[config.mk]
export PLATFORM = sky130hd
export DESIGN_NAME = fsync_4x4
export DESIGN_NICKNAME = d
export VERILOG_FILES = /design/src/hw/fsync_pkg.sv /design/src/hw/fsync_node_rf.sv /design/src/hw/fsync_node.sv /design/src/hw/fsync_nbr_node.sv /design/src/hw/fsync_4x4.sv
export SDC_FILE = /design/constraint.sdc
export NUM_CORES = 2
export LEC_CHECK = 0
export BUFFER_PORTS_ARGS = -buffer_cell sky130_fd_sc_hd__buf_4
export CAP_MARGIN = 20
export CORE_MARGIN = 5
export CORE_UTILIZATION = 55
export DETAILED_ROUTE_END_ITERATION = 7
export PLACE_DENSITY = 0.7
export SKIP_CTS_REPAIR_TIMING = 1
export SYNTH_ARGS = -nofsm -noshare
export SYNTH_HDL_FRONTEND = slang
export SYNTH_HIERARCHICAL = 1
export SYNTH_SLANG_ARGS = --single-unit
[constraint.sdc]
create_clock -name clk_i -period 3.7 [get_ports clk_i]
set_input_delay 0.74 -clock clk_i [delete_from_list [all_inputs] [get_ports clk_i]]
set_output_delay 0.74 -clock clk_i [all_outputs]
set_load 0.02 [all_outputs]
[src/hw/fsync_pkg.sv]
package fsync_pkg;

  // the grid is N_ROWS x N_COLS compute units, indexed row-major.
  localparam int unsigned N_ROWS = 4;
  localparam int unsigned N_COLS = 4;
  localparam int unsigned N_CUS = N_ROWS * N_COLS;

  // number of H-tree levels above the compute units.
  localparam int unsigned N_LEVELS = 4;

  // number of barrier ids that can be pending at once in every node.
  localparam int unsigned N_IDS = 4;

  localparam int unsigned LVL_W = 3;
  localparam int unsigned ID_W = $clog2(N_IDS);

  // target level of a barrier; only 1 to N_LEVELS are legal.
  typedef logic [LVL_W-1:0] fsync_lvl_t;

  typedef logic [ID_W-1:0] fsync_id_t;

  // kind of message a node sends down to one of its children.
  typedef enum logic [1:0] {
    MSG_NONE  = 2'd0,
    MSG_WAKE  = 2'd1,
    MSG_ERROR = 2'd2
  } fsync_msg_e;

endpackage : fsync_pkg

[src/hw/fsync_node_rf.sv]
`timescale 1ns/1ps

module fsync_node_rf (
  input  logic                  clk_i,
  input  logic                  reset_i,
  input  logic                  set_a_i,
  input  logic                  set_b_i,
  input  fsync_pkg::fsync_id_t  set_id_a_i,
  input  fsync_pkg::fsync_id_t  set_id_b_i,
  input  fsync_pkg::fsync_lvl_t set_lvl_a_i,
  input  fsync_pkg::fsync_lvl_t set_lvl_b_i,
  input  logic                  take_i,
  input  fsync_pkg::fsync_id_t  take_id_i,
  output logic                  dup_a_o,
  output logic                  dup_b_o,
  output logic                  ready_o,
  output fsync_pkg::fsync_id_t  ready_id_o,
  output fsync_pkg::fsync_lvl_t ready_lvl_o
);

  import fsync_pkg::*;

  logic [N_IDS-1:0] pend_a_q, pend_b_q, rdy_q;
  logic [N_IDS-1:0] hit_a, hit_b, a_now, b_now, done, rdy_all, take_hit;
  fsync_lvl_t       pend_lvl_q [N_IDS];
  fsync_lvl_t       rdy_lvl_q [N_IDS];
  fsync_lvl_t       lvl_now [N_IDS];
  logic             eff_a, eff_b;

  // a set for an id already pending on the same child is flagged and dropped.
  assign dup_a_o = set_a_i & pend_a_q[set_id_a_i];
  assign dup_b_o = set_b_i & pend_b_q[set_id_b_i];
  assign eff_a   = set_a_i & ~dup_a_o;
  assign eff_b   = set_b_i & ~dup_b_o;

  always_comb begin
    for (int i = 0; i < N_IDS; i++) begin
      hit_a[i]    = eff_a && (set_id_a_i == fsync_id_t'(i));
      hit_b[i]    = eff_b && (set_id_b_i == fsync_id_t'(i));
      a_now[i]    = pend_a_q[i] | hit_a[i];
      b_now[i]    = pend_b_q[i] | hit_b[i];
      done[i]     = a_now[i] & b_now[i];
      rdy_all[i]  = rdy_q[i] | done[i];
      take_hit[i] = take_i && (take_id_i == fsync_id_t'(i));
      // the level of the first arrival is the one that counts.
      if (pend_a_q[i] || pend_b_q[i]) begin
        lvl_now[i] = pend_lvl_q[i];
      end else if (hit_a[i]) begin
        lvl_now[i] = set_lvl_a_i;
      end else begin
        lvl_now[i] = set_lvl_b_i;
      end
    end
  end

  // a pair completing in this cycle is presented right away, lowest id first.
  always_comb begin
    ready_o     = 1'b0;
    ready_id_o  = '0;
    ready_lvl_o = '0;
    for (int i = N_IDS - 1; i >= 0; i--) begin
      if (rdy_all[i]) begin
        ready_o     = 1'b1;
        ready_id_o  = fsync_id_t'(i);
        ready_lvl_o = rdy_q[i] ? rdy_lvl_q[i] : lvl_now[i];
      end
    end
  end

  always_ff @(posedge clk_i) begin
    if (reset_i) begin
      pend_a_q <= '0;
      pend_b_q <= '0;
      rdy_q    <= '0;
    end else begin
      pend_a_q <= a_now & ~done;
      pend_b_q <= b_now & ~done;
      // when a held entry is taken, a fresh completion of the same id takes its place.
      rdy_q    <= (rdy_q & ~take_hit) | (done & ~(take_hit & ~rdy_q));
    end
  end

  always_ff @(posedge clk_i) begin
    for (int i = 0; i < N_IDS; i++) begin
      if (!pend_a_q[i] && !pend_b_q[i]) begin
        pend_lvl_q[i] <= lvl_now[i];
      end
      if (done[i] && (!rdy_q[i] || take_hit[i])) begin
        rdy_lvl_q[i] <= lvl_now[i];
      end
    end
  end

endmodule : fsync_node_rf

[src/hw/fsync_node.sv]
`timescale 1ns/1ps

module fsync_node #(
  parameter int unsigned LEVEL = 1
) (
  input  logic                   clk_i,
  input  logic                   reset_i,
  input  logic                   ch_a_valid_i,
  input  fsync_pkg::fsync_lvl_t  ch_a_lvl_i,
  input  fsync_pkg::fsync_id_t   ch_a_id_i,
  input  logic                   ch_b_valid_i,
  input  fsync_pkg::fsync_lvl_t  ch_b_lvl_i,
  input  fsync_pkg::fsync_id_t   ch_b_id_i,
  input  fsync_pkg::fsync_msg_e  par_msg_i,
  input  fsync_pkg::fsync_lvl_t  par_lvl_i,
  input  fsync_pkg::fsync_id_t   par_id_i,
  output logic                   up_valid_o,
  output fsync_pkg::fsync_lvl_t  up_lvl_o,
  output fsync_pkg::fsync_id_t   up_id_o,
  output fsync_pkg::fsync_msg_e  ch_a_msg_o,
  output fsync_pkg::fsync_msg_e  ch_b_msg_o,
  output fsync_pkg::fsync_lvl_t  dn_lvl_o,
  output fsync_pkg::fsync_id_t   dn_id_o
);

  import fsync_pkg::*;

  // only the leaf level sees raw software requests and checks them.
  localparam bit CHECK = (LEVEL == 1);

  logic       bad_a, bad_b;
  logic       own_a, own_b, fwd_a, fwd_b;
  logic       own_dup_a, own_dup_b, fwd_dup_a, fwd_dup_b;
  logic       err_a, err_b;
  logic       par_wake, own_take;
  logic       own_rdy, fwd_rdy;
  fsync_id_t  own_rdy_id, fwd_rdy_id;
  fsync_lvl_t own_rdy_lvl, fwd_rdy_lvl;
  fsync_lvl_t dn_lvl_d;
  fsync_id_t  dn_id_d;

  assign bad_a = CHECK && ((ch_a_lvl_i == '0) || (ch_a_lvl_i > fsync_lvl_t'(N_LEVELS)));
  assign bad_b = CHECK && ((ch_b_lvl_i == '0) || (ch_b_lvl_i > fsync_lvl_t'(N_LEVELS)));

  // steer each request to the own file or the forward file by its target level.
  assign own_a = ch_a_valid_i && !bad_a && (ch_a_lvl_i == fsync_lvl_t'(LEVEL));
  assign own_b = ch_b_valid_i && !bad_b && (ch_b_lvl_i == fsync_lvl_t'(LEVEL));
  assign fwd_a = ch_a_valid_i && !bad_a && (ch_a_lvl_i > fsync_lvl_t'(LEVEL));
  assign fwd_b = ch_b_valid_i && !bad_b && (ch_b_lvl_i > fsync_lvl_t'(LEVEL));

  assign err_a = CHECK && ch_a_valid_i && (bad_a || own_dup_a || fwd_dup_a);
  assign err_b = CHECK && ch_b_valid_i && (bad_b || own_dup_b || fwd_dup_b);

  // a wake from above wins the dn port, then an error, then a local wake.
  assign par_wake = (par_msg_i == MSG_WAKE);
  assign own_take = own_rdy && !par_wake && !err_a && !err_b;

  fsync_node_rf i_own_rf (
    .clk_i       (clk_i),
    .reset_i     (reset_i),
    .set_a_i     (own_a),
    .set_b_i     (own_b),
    .set_id_a_i  (ch_a_id_i),
    .set_id_b_i  (ch_b_id_i),
    .set_lvl_a_i (ch_a_lvl_i),
    .set_lvl_b_i (ch_b_lvl_i),
    .take_i      (own_take),
    .take_id_i   (own_rdy_id),
    .dup_a_o     (own_dup_a),
    .dup_b_o     (own_dup_b),
    .ready_o     (own_rdy),
    .ready_id_o  (own_rdy_id),
    .ready_lvl_o (own_rdy_lvl)
  );

  // the up port is never blocked, so a forward entry leaves as soon as it is ready.
  fsync_node_rf i_fwd_rf (
    .clk_i       (clk_i),
    .reset_i     (reset_i),
    .set_a_i     (fwd_a),
    .set_b_i     (fwd_b),
    .set_id_a_i  (ch_a_id_i),
    .set_id_b_i  (ch_b_id_i),
    .set_lvl_a_i (ch_a_lvl_i),
    .set_lvl_b_i (ch_b_lvl_i),
    .take_i      (fwd_rdy),
    .take_id_i   (fwd_rdy_id),
    .dup_a_o     (fwd_dup_a),
    .dup_b_o     (fwd_dup_b),
    .ready_o     (fwd_rdy),
    .ready_id_o  (fwd_rdy_id),
    .ready_lvl_o (fwd_rdy_lvl)
  );

  always_comb begin
    if (par_wake) begin
      dn_lvl_d = par_lvl_i;
      dn_id_d  = par_id_i;
    end else if (err_a) begin
      dn_lvl_d = ch_a_lvl_i;
      dn_id_d  = ch_a_id_i;
    end else if (err_b) begin
      dn_lvl_d = ch_b_lvl_i;
      dn_id_d  = ch_b_id_i;
    end else begin
      dn_lvl_d = own_rdy_lvl;
      dn_id_d  = own_rdy_id;
    end
  end

  always_ff @(posedge clk_i) begin
    if (reset_i) begin
      up_valid_o <= 1'b0;
      ch_a_msg_o <= MSG_NONE;
      ch_b_msg_o <= MSG_NONE;
    end else begin
      up_valid_o <= fwd_rdy;
      if (par_wake || own_take) begin
        ch_a_msg_o <= MSG_WAKE;
        ch_b_msg_o <= MSG_WAKE;
      end else if (err_a) begin
        // errors go to one child only; child a is served first.
        ch_a_msg_o <= MSG_ERROR;
        ch_b_msg_o <= MSG_NONE;
      end else if (err_b) begin
        ch_a_msg_o <= MSG_NONE;
        ch_b_msg_o <= MSG_ERROR;
      end else begin
        ch_a_msg_o <= MSG_NONE;
        ch_b_msg_o <= MSG_NONE;
      end
    end
  end

  always_ff @(posedge clk_i) begin
    up_lvl_o <= fwd_rdy_lvl;
    up_id_o  <= fwd_rdy_id;
    dn_lvl_o <= dn_lvl_d;
    dn_id_o  <= dn_id_d;
  end

endmodule : fsync_node

[src/hw/fsync_nbr_node.sv]
`timescale 1ns/1ps

module fsync_nbr_node (
  input  logic clk_i,
  input  logic reset_i,
  input  logic req_a_i,
  input  logic req_b_i,
  output logic wake_a_o,
  output logic wake_b_o
);

  logic pend_a_q, pend_b_q;
  logic a_now, b_now, fire;

  // a repeated request from a side already waiting changes nothing.
  assign a_now = pend_a_q | req_a_i;
  assign b_now = pend_b_q | req_b_i;
  assign fire  = a_now & b_now;

  always_ff @(posedge clk_i) begin
    if (reset_i) begin
      pend_a_q <= 1'b0;
      pend_b_q <= 1'b0;
      wake_a_o <= 1'b0;
      wake_b_o <= 1'b0;
    end else begin
      pend_a_q <= a_now & ~fire;
      pend_b_q <= b_now & ~fire;
      // both sides are released in the same cycle.
      wake_a_o <= fire;
      wake_b_o <= fire;
    end
  end

endmodule : fsync_nbr_node

[src/hw/fsync_4x4.sv]
`timescale 1ns/1ps

module fsync_4x4 (
  input  logic                  clk_i,
  input  logic                  reset_i,
  input  logic                  req_valid_i [fsync_pkg::N_CUS],
  input  fsync_pkg::fsync_lvl_t req_lvl_i [fsync_pkg::N_CUS],
  input  fsync_pkg::fsync_id_t  req_id_i [fsync_pkg::N_CUS],
  output logic                  wake_o [fsync_pkg::N_CUS],
  output fsync_pkg::fsync_lvl_t wake_lvl_o [fsync_pkg::N_CUS],
  output fsync_pkg::fsync_id_t  wake_id_o [fsync_pkg::N_CUS],
  output logic                  error_o [fsync_pkg::N_CUS],
  input  logic                  h_nbr_req_i [fsync_pkg::N_CUS],
  input  logic                  v_nbr_req_i [fsync_pkg::N_CUS],
  output logic                  h_nbr_wake_o [fsync_pkg::N_CUS],
  output logic                  v_nbr_wake_o [fsync_pkg::N_CUS]
);

  import fsync_pkg::*;

  localparam int unsigned N_L1 = N_CUS / 2;
  localparam int unsigned N_L2 = N_L1 / 2;
  localparam int unsigned N_L3 = N_L2 / 2;

  // upward links of levels 1 to 3; the root has nothing above it.
  logic       l1_up_v [N_L1];
  fsync_lvl_t l1_up_lvl [N_L1];
  fsync_id_t  l1_up_id [N_L1];
  logic       l2_up_v [N_L2];
  fsync_lvl_t l2_up_lvl [N_L2];
  fsync_id_t  l2_up_id [N_L2];
  logic       l3_up_v [N_L3];
  fsync_lvl_t l3_up_lvl [N_L3];
  fsync_id_t  l3_up_id [N_L3];

  // downward messages, per parent node and child side.
  fsync_msg_e l1_msg_a [N_L1];
  fsync_msg_e l1_msg_b [N_L1];
  fsync_lvl_t l1_dn_lvl [N_L1];
  fsync_id_t  l1_dn_id [N_L1];
  fsync_msg_e l2_msg_a [N_L2];
  fsync_msg_e l2_msg_b [N_L2];
  fsync_lvl_t l2_dn_lvl [N_L2];
  fsync_id_t  l2_dn_id [N_L2];
  fsync_msg_e l3_msg_a [N_L3];
  fsync_msg_e l3_msg_b [N_L3];
  fsync_lvl_t l3_dn_lvl [N_L3];
  fsync_id_t  l3_dn_id [N_L3];
  fsync_msg_e l4_msg_a, l4_msg_b;
  fsync_lvl_t l4_dn_lvl;
  fsync_id_t  l4_dn_id;

  // level 1 pairs columns 0-1 and 2-3 of one row.
  for (genvar i = 0; i < N_L1; i++) begin : gen_l1
    localparam int unsigned ROW = i / 2;
    localparam int unsigned CA = ROW * N_COLS + (i % 2) * 2;
    localparam int unsigned CB = CA + 1;
    localparam int unsigned PAR = (ROW / 2) * 2 + (i % 2);
    localparam bit SIDE_B = (ROW % 2) == 1;

    fsync_node #(.LEVEL(1)) i_node (
      .clk_i        (clk_i),
      .reset_i      (reset_i),
      .ch_a_valid_i (req_valid_i[CA]),
      .ch_a_lvl_i   (req_lvl_i[CA]),
      .ch_a_id_i    (req_id_i[CA]),
      .ch_b_valid_i (req_valid_i[CB]),
      .ch_b_lvl_i   (req_lvl_i[CB]),
      .ch_b_id_i    (req_id_i[CB]),
      .par_msg_i    (SIDE_B ? l2_msg_b[PAR] : l2_msg_a[PAR]),
      .par_lvl_i    (l2_dn_lvl[PAR]),
      .par_id_i     (l2_dn_id[PAR]),
      .up_valid_o   (l1_up_v[i]),
      .up_lvl_o     (l1_up_lvl[i]),
      .up_id_o      (l1_up_id[i]),
      .ch_a_msg_o   (l1_msg_a[i]),
      .ch_b_msg_o   (l1_msg_b[i]),
      .dn_lvl_o     (l1_dn_lvl[i]),
      .dn_id_o      (l1_dn_id[i])
    );

    assign wake_o[CA]     = (l1_msg_a[i] == MSG_WAKE);
    assign wake_o[CB]     = (l1_msg_b[i] == MSG_WAKE);
    assign error_o[CA]    = (l1_msg_a[i] == MSG_ERROR);
    assign error_o[CB]    = (l1_msg_b[i] == MSG_ERROR);
    assign wake_lvl_o[CA] = l1_dn_lvl[i];
    assign wake_lvl_o[CB] = l1_dn_lvl[i];
    assign wake_id_o[CA]  = l1_dn_id[i];
    assign wake_id_o[CB]  = l1_dn_id[i];
  end

  // level 2 stacks two level-1 nodes vertically into a 2x2 block.
  for (genvar j = 0; j < N_L2; j++) begin : gen_l2
    localparam int unsigned RP = j / 2;
    localparam int unsigned CP = j % 2;
    localparam int unsigned KA = (2 * RP) * 2 + CP;
    localparam int unsigned KB = (2 * RP + 1) * 2 + CP;
    localparam bit SIDE_B = (CP == 1);

    fsync_node #(.LEVEL(2)) i_node (
      .clk_i        (clk_i),
      .reset_i      (reset_i),
      .ch_a_valid_i (l1_up_v[KA]),
      .ch_a_lvl_i   (l1_up_lvl[KA]),
      .ch_a_id_i    (l1_up_id[KA]),
      .ch_b_valid_i (l1_up_v[KB]),
      .ch_b_lvl_i   (l1_up_lvl[KB]),
      .ch_b_id_i    (l1_up_id[KB]),
      .par_msg_i    (SIDE_B ? l3_msg_b[RP] : l3_msg_a[RP]),
      .par_lvl_i    (l3_dn_lvl[RP]),
      .par_id_i     (l3_dn_id[RP]),
      .up_valid_o   (l2_up_v[j]),
      .up_lvl_o     (l2_up_lvl[j]),
      .up_id_o      (l2_up_id[j]),
      .ch_a_msg_o   (l2_msg_a[j]),
      .ch_b_msg_o   (l2_msg_b[j]),
      .dn_lvl_o     (l2_dn_lvl[j]),
      .dn_id_o      (l2_dn_id[j])
    );
  end

  // level 3 joins the left and right blocks of one half.
  for (genvar k = 0; k < N_L3; k++) begin : gen_l3
    fsync_node #(.LEVEL(3)) i_node (
      .clk_i        (clk_i),
      .reset_i      (reset_i),
      .ch_a_valid_i (l2_up_v[2*k]),
      .ch_a_lvl_i   (l2_up_lvl[2*k]),
      .ch_a_id_i    (l2_up_id[2*k]),
      .ch_b_valid_i (l2_up_v[2*k+1]),
      .ch_b_lvl_i   (l2_up_lvl[2*k+1]),
      .ch_b_id_i    (l2_up_id[2*k+1]),
      .par_msg_i    ((k == 1) ? l4_msg_b : l4_msg_a),
      .par_lvl_i    (l4_dn_lvl),
      .par_id_i     (l4_dn_id),
      .up_valid_o   (l3_up_v[k]),
      .up_lvl_o     (l3_up_lvl[k]),
      .up_id_o      (l3_up_id[k]),
      .ch_a_msg_o   (l3_msg_a[k]),
      .ch_b_msg_o   (l3_msg_b[k]),
      .dn_lvl_o     (l3_dn_lvl[k]),
      .dn_id_o      (l3_dn_id[k])
    );
  end

  // the root joins the top and bottom halves.
  fsync_node #(.LEVEL(4)) i_root (
    .clk_i        (clk_i),
    .reset_i      (reset_i),
    .ch_a_valid_i (l3_up_v[0]),
    .ch_a_lvl_i   (l3_up_lvl[0]),
    .ch_a_id_i    (l3_up_id[0]),
    .ch_b_valid_i (l3_up_v[1]),
    .ch_b_lvl_i   (l3_up_lvl[1]),
    .ch_b_id_i    (l3_up_id[1]),
    .par_msg_i    (MSG_NONE),
    .par_lvl_i    ('0),
    .par_id_i     ('0),
    .up_valid_o   (),
    .up_lvl_o     (),
    .up_id_o      (),
    .ch_a_msg_o   (l4_msg_a),
    .ch_b_msg_o   (l4_msg_b),
    .dn_lvl_o     (l4_dn_lvl),
    .dn_id_o      (l4_dn_id)
  );

  // horizontal neighbors pair columns 1 and 2; the edge columns stay idle.
  for (genvar r = 0; r < N_ROWS; r++) begin : gen_h_nbr
    localparam int unsigned A = r * N_COLS + 1;

    fsync_nbr_node i_nbr (
      .clk_i    (clk_i),
      .reset_i  (reset_i),
      .req_a_i  (h_nbr_req_i[A]),
      .req_b_i  (h_nbr_req_i[A+1]),
      .wake_a_o (h_nbr_wake_o[A]),
      .wake_b_o (h_nbr_wake_o[A+1])
    );

    assign h_nbr_wake_o[r*N_COLS]          = 1'b0;
    assign h_nbr_wake_o[r*N_COLS+N_COLS-1] = 1'b0;
  end

  // vertical neighbors pair rows 1 and 2.
  for (genvar c = 0; c < N_COLS; c++) begin : gen_v_nbr
    localparam int unsigned A = N_COLS + c;

    fsync_nbr_node i_nbr (
      .clk_i    (clk_i),
      .reset_i  (reset_i),
      .req_a_i  (v_nbr_req_i[A]),
      .req_b_i  (v_nbr_req_i[A+N_COLS]),
      .wake_a_o (v_nbr_wake_o[A]),
      .wake_b_o (v_nbr_wake_o[A+N_COLS])
    );

    assign v_nbr_wake_o[c]                   = 1'b0;
    assign v_nbr_wake_o[(N_ROWS-1)*N_COLS+c] = 1'b0;
  end

endmodule : fsync_4x4

==> run_results.csv <==
group,metric,value,unit
floorplanning,io_pins,274,
setup_path,setup.worst_path.end_class,"flip-flop",
drt,wirelength,156000,um
timing,fin_skew,18.6,ps
setup_path,worst_ep_required_time,4070,ps
power_and_ir_drop,switching_power,7.14,mW
power_and_ir_drop,p_int,23.6,mW
global_routing,grt_max_degree,109,
run,max-cap-violations,0,
drt,wl_met1,68800,um
outcome,status,"finished, violations left",
placement,gp_congestion,0.889,
power_and_ir_drop,pwr_density_cell,428,nW/um^2
yosys,avgSynthCellArea,10.6,sq um
drt,dr_wl_met2,72800,um
finish,area_growth,14.1,%
floorplanning,die_w,348,um
global_routing,antenna_found_initial,0,
clock_network,cts_buffers,137,
setup_path,path_class,"flip-flop to flip-flop",
clock_network,path_clk_slew,60,ps
drt,dr_wl_met3,9270,um
floorplanning,die_area,121000,sq um
setup_path,arrival,3750,ps
floorplanning,initial_core_util,55.2,%
power_and_ir_drop,p_clk_share,43.2,%
power_and_ir_drop,p_sw_share,23.2,%
clock_network,cts.htree.levels,4,
timing,grt_setup_unrepaired,"false",
drt,drc,5,
drt,dr.pass1.iters,8,
power_and_ir_drop,ir_worst_vdd,0.000481,V
outcome,violations,"DRC",
power_and_ir_drop,power,30.8,mW
drt,drt_iter0_markers,4347,
timing,setup_viol,0,
timing,tns,0,ps
min_path,hold_start,"v_nbr_req_i[10]",
floorplanning,core,114000,sq um
timing,max_freq,296,MHz
placement,place_hpwl,111000,um
drt,ant_nets,0,
clock_network,clkSinkCount,1258,
finish,antenna_cells,0,
timing,hold_viol,0,
clock_network,tritoncts,"yes",
timing,holdWs,171,ps
finish,instances_no_fill,8008,
setup_path,reg2regPathDepth,8,
timing,period_share,91.3,%
floorplanning,die_y,348,um
yosys,synth.cell_area,63000,sq um
global_routing,grt.total_usage,24.6,%
setup_path,worstPathMaxFanout,10,
power_and_ir_drop,combPwrFrac,6.8,%
min_path,holdPathEnd,"gen_v_nbr[1].i_nbr/pend_b_q$_SDFF_PP0_",
drt,wl_per_cell,19.5,um
finish,layout_commonest_cell,"nor2_1",
clock_network,root_buffer,"clkbuf_16",
min_path,hold_path_class,"primary input to flip-flop",
drt,vias,49500,
finish,fin_nets,6509,
finish,drive_above_1_share,18.8,%
min_path,min_path_cells,2,
timing,max_slew_margin,37.8,%
global_routing,grt_pass1_wl,247000,um
placement,port_buffers,241,
clock_network,insertion_delay,740,ps
power_and_ir_drop,cellLeakagePower,26.0,nW
finish,n_fill_cell,9057,
setup_path,rrSetupSlack,320,ps
setup_path,worstReg2RegStart,"gen_l1[3].i_node/up_lvl_o[1]$_DFF_P_",
finish,utilization,63.0,%
global_routing,grt_overflow,0,
setup_path,start_kind,"flip-flop",
setup_path,cp-startpoint,"gen_l1[3].i_node/up_lvl_o[1]$_DFF_P_",
yosys,yosysWarningCount,6,
timing,fin_crit,3380,ps
setup_path,r2r_end,"gen_l2[1].i_node/i_fwd_rf/rdy_lvl_q[3][2]$_DFFE_PP_",
yosys,synthCells,5931,
global_routing,grt_pass1_vias,46900,
clock_network,clock_path_buffers,3,
timing,slew_violations,0,
floorplanning,rows,124,
power_and_ir_drop,seq_power_share,50.0,%
drt,viasPerCell,6.19,
drt,dr.max_layer_used,"met4",
finish,final_cell_mix,"nor2_1 (1057), edfxtp_1 (696), a21oi_1 (579), dfxtp_1 (562), buf_4 (544)",
placement,dp.cells,7752,
timing,tightest_slew,932,ps
## worst max-delay path: stages, from the launching register on
cell and delay, ps:
dfxtp_1 650, a21oi_1 120, nor2b_1 310, nor3b_1 500, o32ai_2 260, nand3b_1 230
nand2b_1 230, nand3_1 180, a211oi_1 530
## cell type report
class	instances	area, sq um	share of cell area (%)
flip-flops and latches	1258	32200	44.8
well taps	1512	1890	2.63
repair buffers	548	4160	5.79
clock inverters	67	652	0.907
inverters	58	218	0.303
multi-input cells	4376	29000	40.4
clock buffers	189	3740	5.21
## state kept, by name, summed over array words and instances, names as in the netlist, 32 cells and up
signal / count
gen_l1.i_node/i_fwd_rf/pend_a_q: 32
gen_l1.i_node/i_fwd_rf/pend_b_q: 32
gen_l1.i_node/i_fwd_rf/pend_lvl_q: 96
gen_l1.i_node/i_fwd_rf/rdy_lvl_q: 96
gen_l1.i_node/i_fwd_rf/rdy_q: 32
gen_l1.i_node/i_own_rf/pend_a_q: 32
gen_l1.i_node/i_own_rf/pend_b_q: 32
gen_l1.i_node/i_own_rf/pend_lvl_q: 96
gen_l1.i_node/i_own_rf/rdy_lvl_q: 96
gen_l1.i_node/i_own_rf/rdy_q: 32
gen_l2.i_node/i_fwd_rf/pend_lvl_q: 48
gen_l2.i_node/i_fwd_rf/rdy_lvl_q: 48
gen_l2.i_node/i_own_rf/pend_lvl_q: 48
gen_l2.i_node/i_own_rf/rdy_lvl_q: 48
## power by group through the flow
stage	combinational, mW	sequential [mW]	clock [mW]
final	2.09	15.4	13.3
after global routing	2.25	15.4	14.2
after CTS	2.07	15.4	13.6
after detailed placement	2.07	15.7	0
after global placement	2.03	15.7	0
after floorplan	1.19	15.7	0
## worst max-delay path by stage
stage | to | slack, ps
after floorplan | gen_l1[1].i_node/i_own_rf/rdy_lvl_q[3][0]$_DFFE_PP_ | 230
after global placement | gen_l1[4].i_node/i_own_rf/rdy_lvl_q[0][0]$_DFFE_PP_ | 3
after detailed placement | gen_l1[0].i_node/i_own_rf/rdy_lvl_q[0][0]$_DFFE_PP_ | -1
after CTS | gen_l2[1].i_node/i_own_rf/rdy_lvl_q[0][2]$_DFFE_PP_ | 140
after global routing | gen_l2[1].i_node/i_fwd_rf/rdy_lvl_q[3][2]$_DFFE_PP_ | 80
final | gen_l2[1].i_node/i_fwd_rf/rdy_lvl_q[3][2]$_DFFE_PP_ | 320
## metal layers
layer  track usage (%)  up-vias
li1                  -    23800
met1              33.7    23800
met2              40.3     1589
met3              3.44      306
met4              9.06        0
met5                 0        -
## per-stage QoR
step	worst slack, ps	area, sq um
after floorplan	234	63100
after global placement	3.06	67400
after detailed placement	-1.35	67400
after CTS	143	71800
after global routing	75.6	71800
final	321	71800
Note: power is estimated with default switching activity, not from simulation.
